## src/common/adc_cfg_pkg.sv

```systemverilog
package adc_cfg_pkg;

  // one serial frame, sent msb first
  typedef struct packed {
    logic [2:0]  addr;
    logic [15:0] data;
  } adc_cfg_word_t;

  // adc side pins of the subsystem
  typedef struct packed {
    logic ddrb;       // ddr bypass to the adc
    logic dcm_reset;  // stretched reset for the clock manager
    logic mode;
    logic sclk;       // three-wire serial clock
    logic strb;       // three-wire strobe, active low
    logic sdata;      // three-wire serial data
  } adc_pins_t;

  // host override levels, packed as ctrl register bits [2:0]
  typedef struct packed {
    logic request;  // bit 2, host owns the pins
    logic ddrb;     // bit 1
    logic mode;     // bit 0
  } adc_host_ctl_t;

  // host register map
  localparam logic [1:0] REG_CTRL   = 2'd0;
  localparam logic [1:0] REG_WORD   = 2'd1;
  localparam logic [1:0] REG_STATUS = 2'd2;

  // power-up configuration data for address 0
  localparam logic [15:0] AUTO_WORD_SINGLE      = 16'h7cbc;
  localparam logic [15:0] AUTO_WORD_INTERLEAVED = 16'h7c2c;

  localparam int CFG_FRAME_BITS = 19;  // addr plus data

endpackage

```

## src/hw/adc_config/adc_3wire_ser.sv

```systemverilog
`timescale 1ns/100ps

module adc_3wire_ser #(
  parameter int SCLK_DIV_BITS = 7
) (
  input  logic                       clk,
  input  logic                       rst,
  input  logic                       start_i,
  input  adc_cfg_pkg::adc_cfg_word_t word_i,
  output logic                       busy_o,
  output logic                       sclk_o,
  output logic                       strb_o,
  output logic                       sdata_o
);

  localparam int FRAME_BITS = adc_cfg_pkg::CFG_FRAME_BITS;
  localparam int CNT_BITS   = $clog2(FRAME_BITS);

  typedef enum logic [2:0] {
    S_IDLE,    // nothing to send
    S_WAIT,    // align to the next sclk fall
    S_STRB0,   // one period with strobe off
    S_DATA,    // frame bits, msb first
    S_COMMIT,  // commit bit, sdata 0
    S_STRB1,   // strobe off again
    S_HOLD     // one period before going idle
  } ser_state_e;

  ser_state_e              state;
  logic [SCLK_DIV_BITS-1:0] div_cnt;
  logic                     wrap;
  logic [FRAME_BITS-1:0]    shift_q;
  logic [CNT_BITS-1:0]      bit_cnt;

  assign wrap = &div_cnt;  // sclk falls right after this

  always_ff @(posedge clk) begin
    if (rst) begin
      div_cnt <= '0;
    end else begin
      div_cnt <= div_cnt + 1'b1;  // free running
    end
  end

  always_ff @(posedge clk) begin
    if (rst) begin
      state   <= S_IDLE;
      bit_cnt <= '0;
    end else if (state == S_IDLE) begin
      if (start_i) begin
        state   <= S_WAIT;
        bit_cnt <= '0;
      end
    end else if (wrap) begin
      case (state)
        S_WAIT:   state <= S_STRB0;
        S_STRB0:  state <= S_DATA;
        S_DATA: begin
          bit_cnt <= bit_cnt + 1'b1;
          if (bit_cnt == CNT_BITS'(FRAME_BITS - 1)) begin
            state <= S_COMMIT;
          end
        end
        S_COMMIT: state <= S_STRB1;
        S_STRB1:  state <= S_HOLD;
        S_HOLD:   state <= S_IDLE;
        default:  state <= S_IDLE;
      endcase
    end
  end

  // zeros shift in behind the frame, so the commit bit comes out as 0
  always_ff @(posedge clk) begin
    if (start_i && state == S_IDLE) begin
      shift_q <= word_i;
    end else if (wrap && state == S_DATA) begin
      shift_q <= shift_q << 1;
    end
  end

  assign busy_o  = (state != S_IDLE);
  assign sclk_o  = (state == S_IDLE || state == S_WAIT) ? 1'b0 : div_cnt[SCLK_DIV_BITS-1];
  assign strb_o  = !(state == S_DATA || state == S_COMMIT);
  assign sdata_o = shift_q[FRAME_BITS-1];

  // the strobe never opens on the cycle a frame is accepted
  a_strb_in_frame: assert property (@(posedge clk) disable iff (rst)
    !strb_o |-> busy_o && $past(busy_o));

  // sclk stays low while idle and on the cycle after
  a_sclk_idle_low: assert property (@(posedge clk) disable iff (rst)
    !busy_o |-> !sclk_o ##1 !sclk_o);

endmodule

```

## src/hw/adc_config/adc_auto_config.sv

```systemverilog
`timescale 1ns/100ps

module adc_auto_config #(
  parameter int INTERLEAVED = 0
) (
  input  logic                       clk,
  input  logic                       rst,
  input  logic                       busy_i,
  output logic                       start_o,
  output adc_cfg_pkg::adc_cfg_word_t word_o,
  output logic                       mode_o,
  output logic                       ddrb_o,
  output logic                       done_o
);

  typedef enum logic [2:0] {
    C_MODE_CLEAR,
    C_MODE_SET,
    C_LOAD,   // start pulse to the serializer
    C_WAIT,   // frame in flight
    C_DDRB,   // one ddrb pulse
    C_DONE
  } conf_state_e;

  conf_state_e state;

  always_ff @(posedge clk) begin
    if (rst) begin
      state <= C_MODE_CLEAR;
    end else begin
      case (state)
        C_MODE_CLEAR: state <= C_MODE_SET;
        C_MODE_SET:   state <= C_LOAD;
        C_LOAD:       state <= C_WAIT;
        C_WAIT: begin
          if (!busy_i) begin
            state <= C_DDRB;  // busy fell, frame committed
          end
        end
        C_DDRB:       state <= C_DONE;
        default:      state <= C_DONE;  // stays here until reset
      endcase
    end
  end

  assign mode_o      = (state != C_MODE_CLEAR);
  assign start_o     = (state == C_LOAD);
  assign ddrb_o      = (state == C_DDRB);
  assign done_o      = (state == C_DONE);
  assign word_o.addr = 3'd0;
  assign word_o.data = (INTERLEAVED != 0) ? adc_cfg_pkg::AUTO_WORD_INTERLEAVED
                                          : adc_cfg_pkg::AUTO_WORD_SINGLE;

  a_ddrb_single: assert property (@(posedge clk) disable iff (rst)
    ddrb_o |=> !ddrb_o);

endmodule

```

## src/hw/adc_config/adc_config_mux.sv

```systemverilog
`timescale 1ns/100ps

module adc_config_mux #(
  parameter int INTERLEAVED   = 0,
  parameter int SCLK_DIV_BITS = 7,
  parameter int DCM_EXT_LEN   = 5
) (
  input  logic                       clk,
  input  logic                       rst,
  input  adc_cfg_pkg::adc_host_ctl_t host_ctl_i,
  input  logic                       host_start_i,
  input  adc_cfg_pkg::adc_cfg_word_t host_word_i,
  output logic                       busy_o,
  output logic                       auto_done_o,
  output adc_cfg_pkg::adc_pins_t     pins_o
);

  adc_cfg_pkg::adc_cfg_word_t auto_word;
  adc_cfg_pkg::adc_cfg_word_t sel_word;
  logic                       auto_start;
  logic                       auto_mode;
  logic                       auto_ddrb;
  logic                       sel_start;
  logic                       sel_mode;
  logic                       sel_ddrb;
  logic                       ddrb_q;
  logic [DCM_EXT_LEN-1:0]     dcm_stretch;
  logic                       ser_sclk;
  logic                       ser_strb;
  logic                       ser_sdata;

  // host wins whenever request is set
  assign sel_ddrb  = host_ctl_i.request ? host_ctl_i.ddrb : auto_ddrb;
  assign sel_mode  = host_ctl_i.request ? host_ctl_i.mode : auto_mode;
  assign sel_start = host_ctl_i.request ? host_start_i    : auto_start;
  assign sel_word  = host_ctl_i.request ? host_word_i     : auto_word;

  adc_auto_config #(
    .INTERLEAVED(INTERLEAVED)
  ) u_auto (
    .clk    (clk),
    .rst    (rst),
    .busy_i (busy_o),
    .start_o(auto_start),
    .word_o (auto_word),
    .mode_o (auto_mode),
    .ddrb_o (auto_ddrb),
    .done_o (auto_done_o)
  );

  adc_3wire_ser #(
    .SCLK_DIV_BITS(SCLK_DIV_BITS)
  ) u_ser (
    .clk    (clk),
    .rst    (rst),
    .start_i(sel_start),
    .word_i (sel_word),
    .busy_o (busy_o),
    .sclk_o (ser_sclk),
    .strb_o (ser_strb),
    .sdata_o(ser_sdata)
  );

  always_ff @(posedge clk) begin
    if (rst) begin
      ddrb_q      <= 1'b0;
      dcm_stretch <= '0;
    end else begin
      ddrb_q <= sel_ddrb;  // pin register
      if (sel_ddrb) begin
        dcm_stretch <= '1;
      end else begin
        dcm_stretch <= dcm_stretch << 1;  // drains one per clock
      end
    end
  end

  always_comb begin
    pins_o.ddrb      = ddrb_q;
    pins_o.dcm_reset = dcm_stretch[DCM_EXT_LEN-1];
    pins_o.mode      = sel_mode;
    pins_o.sclk      = ser_sclk;
    pins_o.strb      = ser_strb;
    pins_o.sdata     = ser_sdata;
  end

  a_dcm_rise: assert property (@(posedge clk) disable iff (rst)
    $rose(pins_o.dcm_reset) |-> $past(sel_ddrb));

endmodule

```

## src/hw/adc_host_regs.sv

```systemverilog
`timescale 1ns/100ps

module adc_host_regs (
  input  logic                       clk,
  input  logic                       rst,
  input  logic                       wr_en_i,
  input  logic [1:0]                 wr_addr_i,
  input  logic [31:0]                wr_data_i,
  input  logic [1:0]                 rd_addr_i,
  output logic [31:0]                rd_data_o,
  input  logic                       busy_i,
  input  logic                       auto_done_i,
  output adc_cfg_pkg::adc_host_ctl_t host_ctl_o,
  output adc_cfg_pkg::adc_cfg_word_t host_word_o,
  output logic                       host_start_o
);

  localparam int WORD_BITS = adc_cfg_pkg::CFG_FRAME_BITS;
  localparam int CTL_BITS  = $bits(adc_cfg_pkg::adc_host_ctl_t);

  logic ctrl_wr;
  logic word_wr;

  assign ctrl_wr = wr_en_i && (wr_addr_i == adc_cfg_pkg::REG_CTRL);
  assign word_wr = wr_en_i && (wr_addr_i == adc_cfg_pkg::REG_WORD);

  always_ff @(posedge clk) begin
    if (rst) begin
      host_ctl_o   <= '0;  // request low, host owns nothing
      host_start_o <= 1'b0;
    end else begin
      if (ctrl_wr) begin
        host_ctl_o <= adc_cfg_pkg::adc_host_ctl_t'(wr_data_i[CTL_BITS-1:0]);
      end
      host_start_o <= word_wr;  // one cycle after the write
    end
  end

  always_ff @(posedge clk) begin
    if (word_wr) begin
      host_word_o <= adc_cfg_pkg::adc_cfg_word_t'(wr_data_i[WORD_BITS-1:0]);
    end
  end

  always_comb begin
    case (rd_addr_i)
      adc_cfg_pkg::REG_CTRL:   rd_data_o = {{(32 - CTL_BITS){1'b0}}, host_ctl_o};
      adc_cfg_pkg::REG_WORD:   rd_data_o = {{(32 - WORD_BITS){1'b0}}, host_word_o};
      adc_cfg_pkg::REG_STATUS: rd_data_o = {30'd0, auto_done_i, busy_i};
      default:                 rd_data_o = 32'd0;
    endcase
  end

endmodule

```

## src/hw/adc_ctrl_top.sv

```systemverilog
`timescale 1ns/100ps

module adc_ctrl_top #(
  parameter int INTERLEAVED   = 0,
  parameter int SCLK_DIV_BITS = 7,
  parameter int DCM_EXT_LEN   = 5
) (
  input  logic                   clk,
  input  logic                   rst,
  input  logic                   wr_en_i,
  input  logic [1:0]             wr_addr_i,
  input  logic [31:0]            wr_data_i,
  input  logic [1:0]             rd_addr_i,
  output logic [31:0]            rd_data_o,
  output adc_cfg_pkg::adc_pins_t pins_o
);

  adc_cfg_pkg::adc_host_ctl_t host_ctl;
  adc_cfg_pkg::adc_cfg_word_t host_word;
  logic                       host_start;
  logic                       busy;
  logic                       auto_done;

  adc_host_regs u_regs (
    .clk         (clk),
    .rst         (rst),
    .wr_en_i     (wr_en_i),
    .wr_addr_i   (wr_addr_i),
    .wr_data_i   (wr_data_i),
    .rd_addr_i   (rd_addr_i),
    .rd_data_o   (rd_data_o),
    .busy_i      (busy),
    .auto_done_i (auto_done),
    .host_ctl_o  (host_ctl),
    .host_word_o (host_word),
    .host_start_o(host_start)
  );

  adc_config_mux #(
    .INTERLEAVED  (INTERLEAVED),
    .SCLK_DIV_BITS(SCLK_DIV_BITS),
    .DCM_EXT_LEN  (DCM_EXT_LEN)
  ) u_mux (
    .clk         (clk),
    .rst         (rst),
    .host_ctl_i  (host_ctl),
    .host_start_i(host_start),
    .host_word_i (host_word),
    .busy_o      (busy),
    .auto_done_o (auto_done),
    .pins_o      (pins_o)
  );

endmodule

```

## config.mk

```make
export PLATFORM = sky130hd
export DESIGN_NAME = adc_ctrl_top
export DESIGN_NICKNAME = d
export VERILOG_FILES = /design/src/common/adc_cfg_pkg.sv /design/src/hw/adc_config/adc_3wire_ser.sv /design/src/hw/adc_config/adc_auto_config.sv /design/src/hw/adc_config/adc_config_mux.sv /design/src/hw/adc_host_regs.sv /design/src/hw/adc_ctrl_top.sv
export SDC_FILE = /design/constraint.sdc
export NUM_CORES = 1
export LEC_CHECK = 0
export CORE_UTILIZATION = 42
export DETAILED_ROUTE_END_ITERATION = 16
export DONT_BUFFER_PORTS = 1
export GPL_TIMING_DRIVEN = 0
export PLACE_DENSITY = 0.68
export SLEW_MARGIN = 20
export SYNTH_ARGS = -nofsm -noshare
export SYNTH_HDL_FRONTEND = slang
export SYNTH_SLANG_ARGS = --single-unit
```

## constraint.sdc

```tcl
create_clock -name clk -period 4.2 [get_ports clk]
set_clock_uncertainty 0.15 [all_clocks]
set_input_delay 1.05 -clock clk [delete_from_list [all_inputs] [get_ports clk]]
set_output_delay 1.05 -clock clk [all_outputs]
set_load 0.05 [all_outputs]
```

==> impl_metrics.py <==
metrics = {
    "power": {
        "power_density_nw_per_um2": 436,
        "leakage_nw": 1.30,
        "ir_worst_vdd_uv": 230,
    },
    "floorplanning": {
        "initial_core_util": 0.443,
        "die_h_um": 87.3,
        "die-area_sq_um": 7630,
        "rows": 30,
        "coreArea_sq_um": 6910,
        "num_io_pins": 77,
        "die_w_um": 87.3,
    },
    "clock_tree": {
        "clkLatencyLatePin_ps": 350,
        "path_clk_slew_ps": 70,
        "ctsResizeCount": 0,
        "clock-sinks": 65,
        "cts_inserted_buffers": 9,
        "clockRootBuffer": "clkbuf_8",
        "clockBufferDepth": 2,
        "cts_tree": "done",
        "ctsHoldBuffers": 0,
        "cts_max_level": 3,
        "cts_setup_buffers": 0,
    },
    "routing": {
        "wl_per_cell_um": 13.0,
        "wl_um": 5450,
        "first_iter_violations": 110,
        "first_pass_iters": 4,
        "viasPerCell": 4.91,
        "via_count": 2058,
        "drc": 0,
        "ant_nets": 0,
    },
    "run_status": {
        "outcome": "completed",
    },
    "layout": {
        "nets": 362,
        "postLayoutCoreUtil": 0.496,
        "area_growth_pct": 12.0,
        "ff_latch_area_sq_um": 1680,
        "antenna_cells": 0,
        "multi_input_comb_area_sq_um": 1080,
        "nFillCells": 632,
        "drive_gt1_frac": 0.152,
    },
    "yosys": {
        "yosysUniqueCellTypes": 49,
        "synth_area_sq_um": 3060,
        "async_flop_share": 0,
        "synth_area_per_cell_sq_um": 10.4,
        "synth_adder_area_share": 0.0204,
        "synth_top_area_frac": 0.373,
        "synth_top_family_by_area": "simple AND/OR/NAND/NOR gates",
        "ys_ff_latch": 65,
        "yosysSeqAreaShare": 0.550,
        "synthSimpleGateAreaFrac": 0.188,
        "synth_compound_area_frac": 0.0957,
        "synthTopCellsByArea": "edfxtp_1, dfxtp_1, buf_4, and2_1, nor2_1",
        "ys.flop_type": "edfxtp_1",
        "synth_edf_count": 38,
        "synth_xor_area_frac": 0.0143,
        "synthCells": 295,
        "yosysTopAreaCell": "edfxtp_1",
        "synthMuxAreaShare": 0.0196,
        "yosysWarnings": 0,
    },
    "worst_setup_path": {
        "cpMostUsedCell": "clkbuf_1",
        "critical-path-top-delay-family": "simple AND/OR/NAND/NOR gates",
        "reg2reg_slack_ps": 1540,
        "critical-path-max-stage-delay_ps": 500,
        "path_class": "input pin to output pin",
        "cp_data_arrival_time_ps": 2610,
        "critPathLaunchType": "input pin",
        "cp_max_fo": 10,
        "critPathBufInv": 2,
        "crit_path_cell_trace": "clkbuf_1, nor2b_1, clkbuf_1, and2_1",
        "required_ps": 3000,
        "crit_slowest_cell": "and2_1",
        "crit_path_end_kind": "output pin",
    },
    "sta": {
        "fin_crit_sh": 0.908,
        "tns_ps": 0,
        "period_needed_ps": 3810,
        "worstMarginPinSlew_ps": 1160,
        "setup_viol": 0,
        "fin_worst_hold_slack_ps": 288,
        "hold_viol_final": 0,
        "rsz0062_at_grt": "false",
        "fmax_ghz": 0.262,
        "relSlewSlack": 0.238,
        "finalMaxSlewViolations": 0,
    },
    "place": {
        "dp_hpwl_um": 3850,
        "numPortBuffers": 0,
        "gp_congestion": 0.829,
    },
    "global_route": {
        "antenna_found_initial": 0,
        "grt_start_max_net_pins": 21,
        "grt_pass1_wl_um": 8800,
        "first_global_vias": 1860,
        "grt_usage": 0.154,
        "overflow": 0,
    },
    "worst_hold_path": {
        "hold_path.class": "register to register",
    },
    "job": {
        "maxCapViolCount": 0,
    },
}
[worst min-delay path: stages (launching register included)]
cell and delay [ps]:
dfxtp_1 300, inv_1 40, a21oi_1 50
[where the power goes]
| group | total [mW] | leakage (nW) | switching [mW] | internal, mW |
|---|---|---|---|---|
| Sequential | 0.733 | 0.569 | 0.0148 | 0.718 |
| Clock | 0.542 | 0.100 | 0.263 | 0.279 |
| Combinational | 0.220 | 0.636 | 0.157 | 0.0630 |
| Total | 1.50 | 1.30 | 0.435 | 1.06 |
[cells in the final DEF (no fill, tap or decap), types with 4 or more instances in the layout]
master,Yosys,routed
buf_4,20,20
ha_1,5,5
edfxtp_1,38,38
a21oi_1,11,11
a31oi_1,15,15
mux2i_1,6,6
inv_1,22,22
clkbuf_1,7,7
dfxtp_1,27,27
and2_1,18,18
conb_1,1,13
buf_2,4,4
nand3_1,18,18
nor2_1,27,27
clkbuf_8,3,12
nand2_1,23,23
nor2b_1,4,4
[cells in the mapped netlist, drive strengths merged (2+ instances only)]
cell type and instances:
and2 18, nor3 2, nor2b 4, dfxtp 27, nor4b 2, o211ai 2, nand3 20, nor2 27
ha 5, xnor2 3, buf 25, or3 3, xor2 2, nand2 23, and3 2, inv 22
o21ai 3, edfxtp 38, nor4 3, mux2i 6, a211oi 2, clkbuf 11, a21oi 11, o22ai 2
a31oi 15
[through the flow]
| step | cells | worst slack (ps) | cell area (sq um) | power (mW) |
|---|---|---|---|---|
| CTS | 419 | 338 | 3430 | 1.51 |
| global placement | 403 | 325 | 3220 | 0.965 |
| finish | 419 | 388 | 3430 | 1.50 |
| global route | 419 | 210 | 3430 | 1.56 |
| detailed placement | 403 | 339 | 3220 | 0.968 |
| floorplan | 307 | 532 | 3100 | 0.933 |
[worst paths after layout]
check / start / endpoint / depth (start not counted)
worst max-delay path: rd_addr_i[0] / rd_data_o[15] / 4
worst min register to register: u_mux.dcm_stretch[3] / u_mux.dcm_stretch[4] / 2
worst min-delay path: u_mux.dcm_stretch[3] / u_mux.dcm_stretch[4] / 2
worst max register to register: u_regs.host_ctl_o[2] / u_mux.u_ser.shift_q[0] / 5
[kinds of logic (layout without fill, tap and decap cells)]
logic type                 Yosys count  count (layout)
muxes                                6               6
DFF                                 65              65
and+or+nand+nor                    110             110
buffers and inverters               58              74
other                                1              13
AOI/OAI and AO/OA                   45              45
adders and majority gates            5               5
xor gates and xnor gates             5               5
[cell type report]
class,instances,share of cell area
Tap cell,96,0.0351
Sequential cell,65,0.491
Clock inverter,7,0.0226
Clock buffer,9,0.0362
Inverter,22,0.0241
Buffer,36,0.0749
Multi-Input combinational cell,184,0.316
[registers in the layout, summed over array words and instances (netlist names)]
signal / flops
u_regs.host_ctl_o: 3
u_mux.u_ser.shift_q: 19
u_regs.host_start_o: 1
u_mux.u_auto.state: 3
u_mux.u_ser.bit_cnt: 5
u_mux.u_ser.state: 3
u_mux.u_ser.div_cnt: 7
u_regs.host_word_o: 19
u_mux.dcm_stretch: 5
[metal layers]
metal	GRT usage	vias to the layer above	share of wire
li1	-	1044	-
met1	0.200	941	0.47
met2	0.232	63	0.45
met3	0.0436	10	0.054
met4	0.0820	0	0.019
met5	0	-	0
No activity file was read; power rests on OpenSTA's default activity.
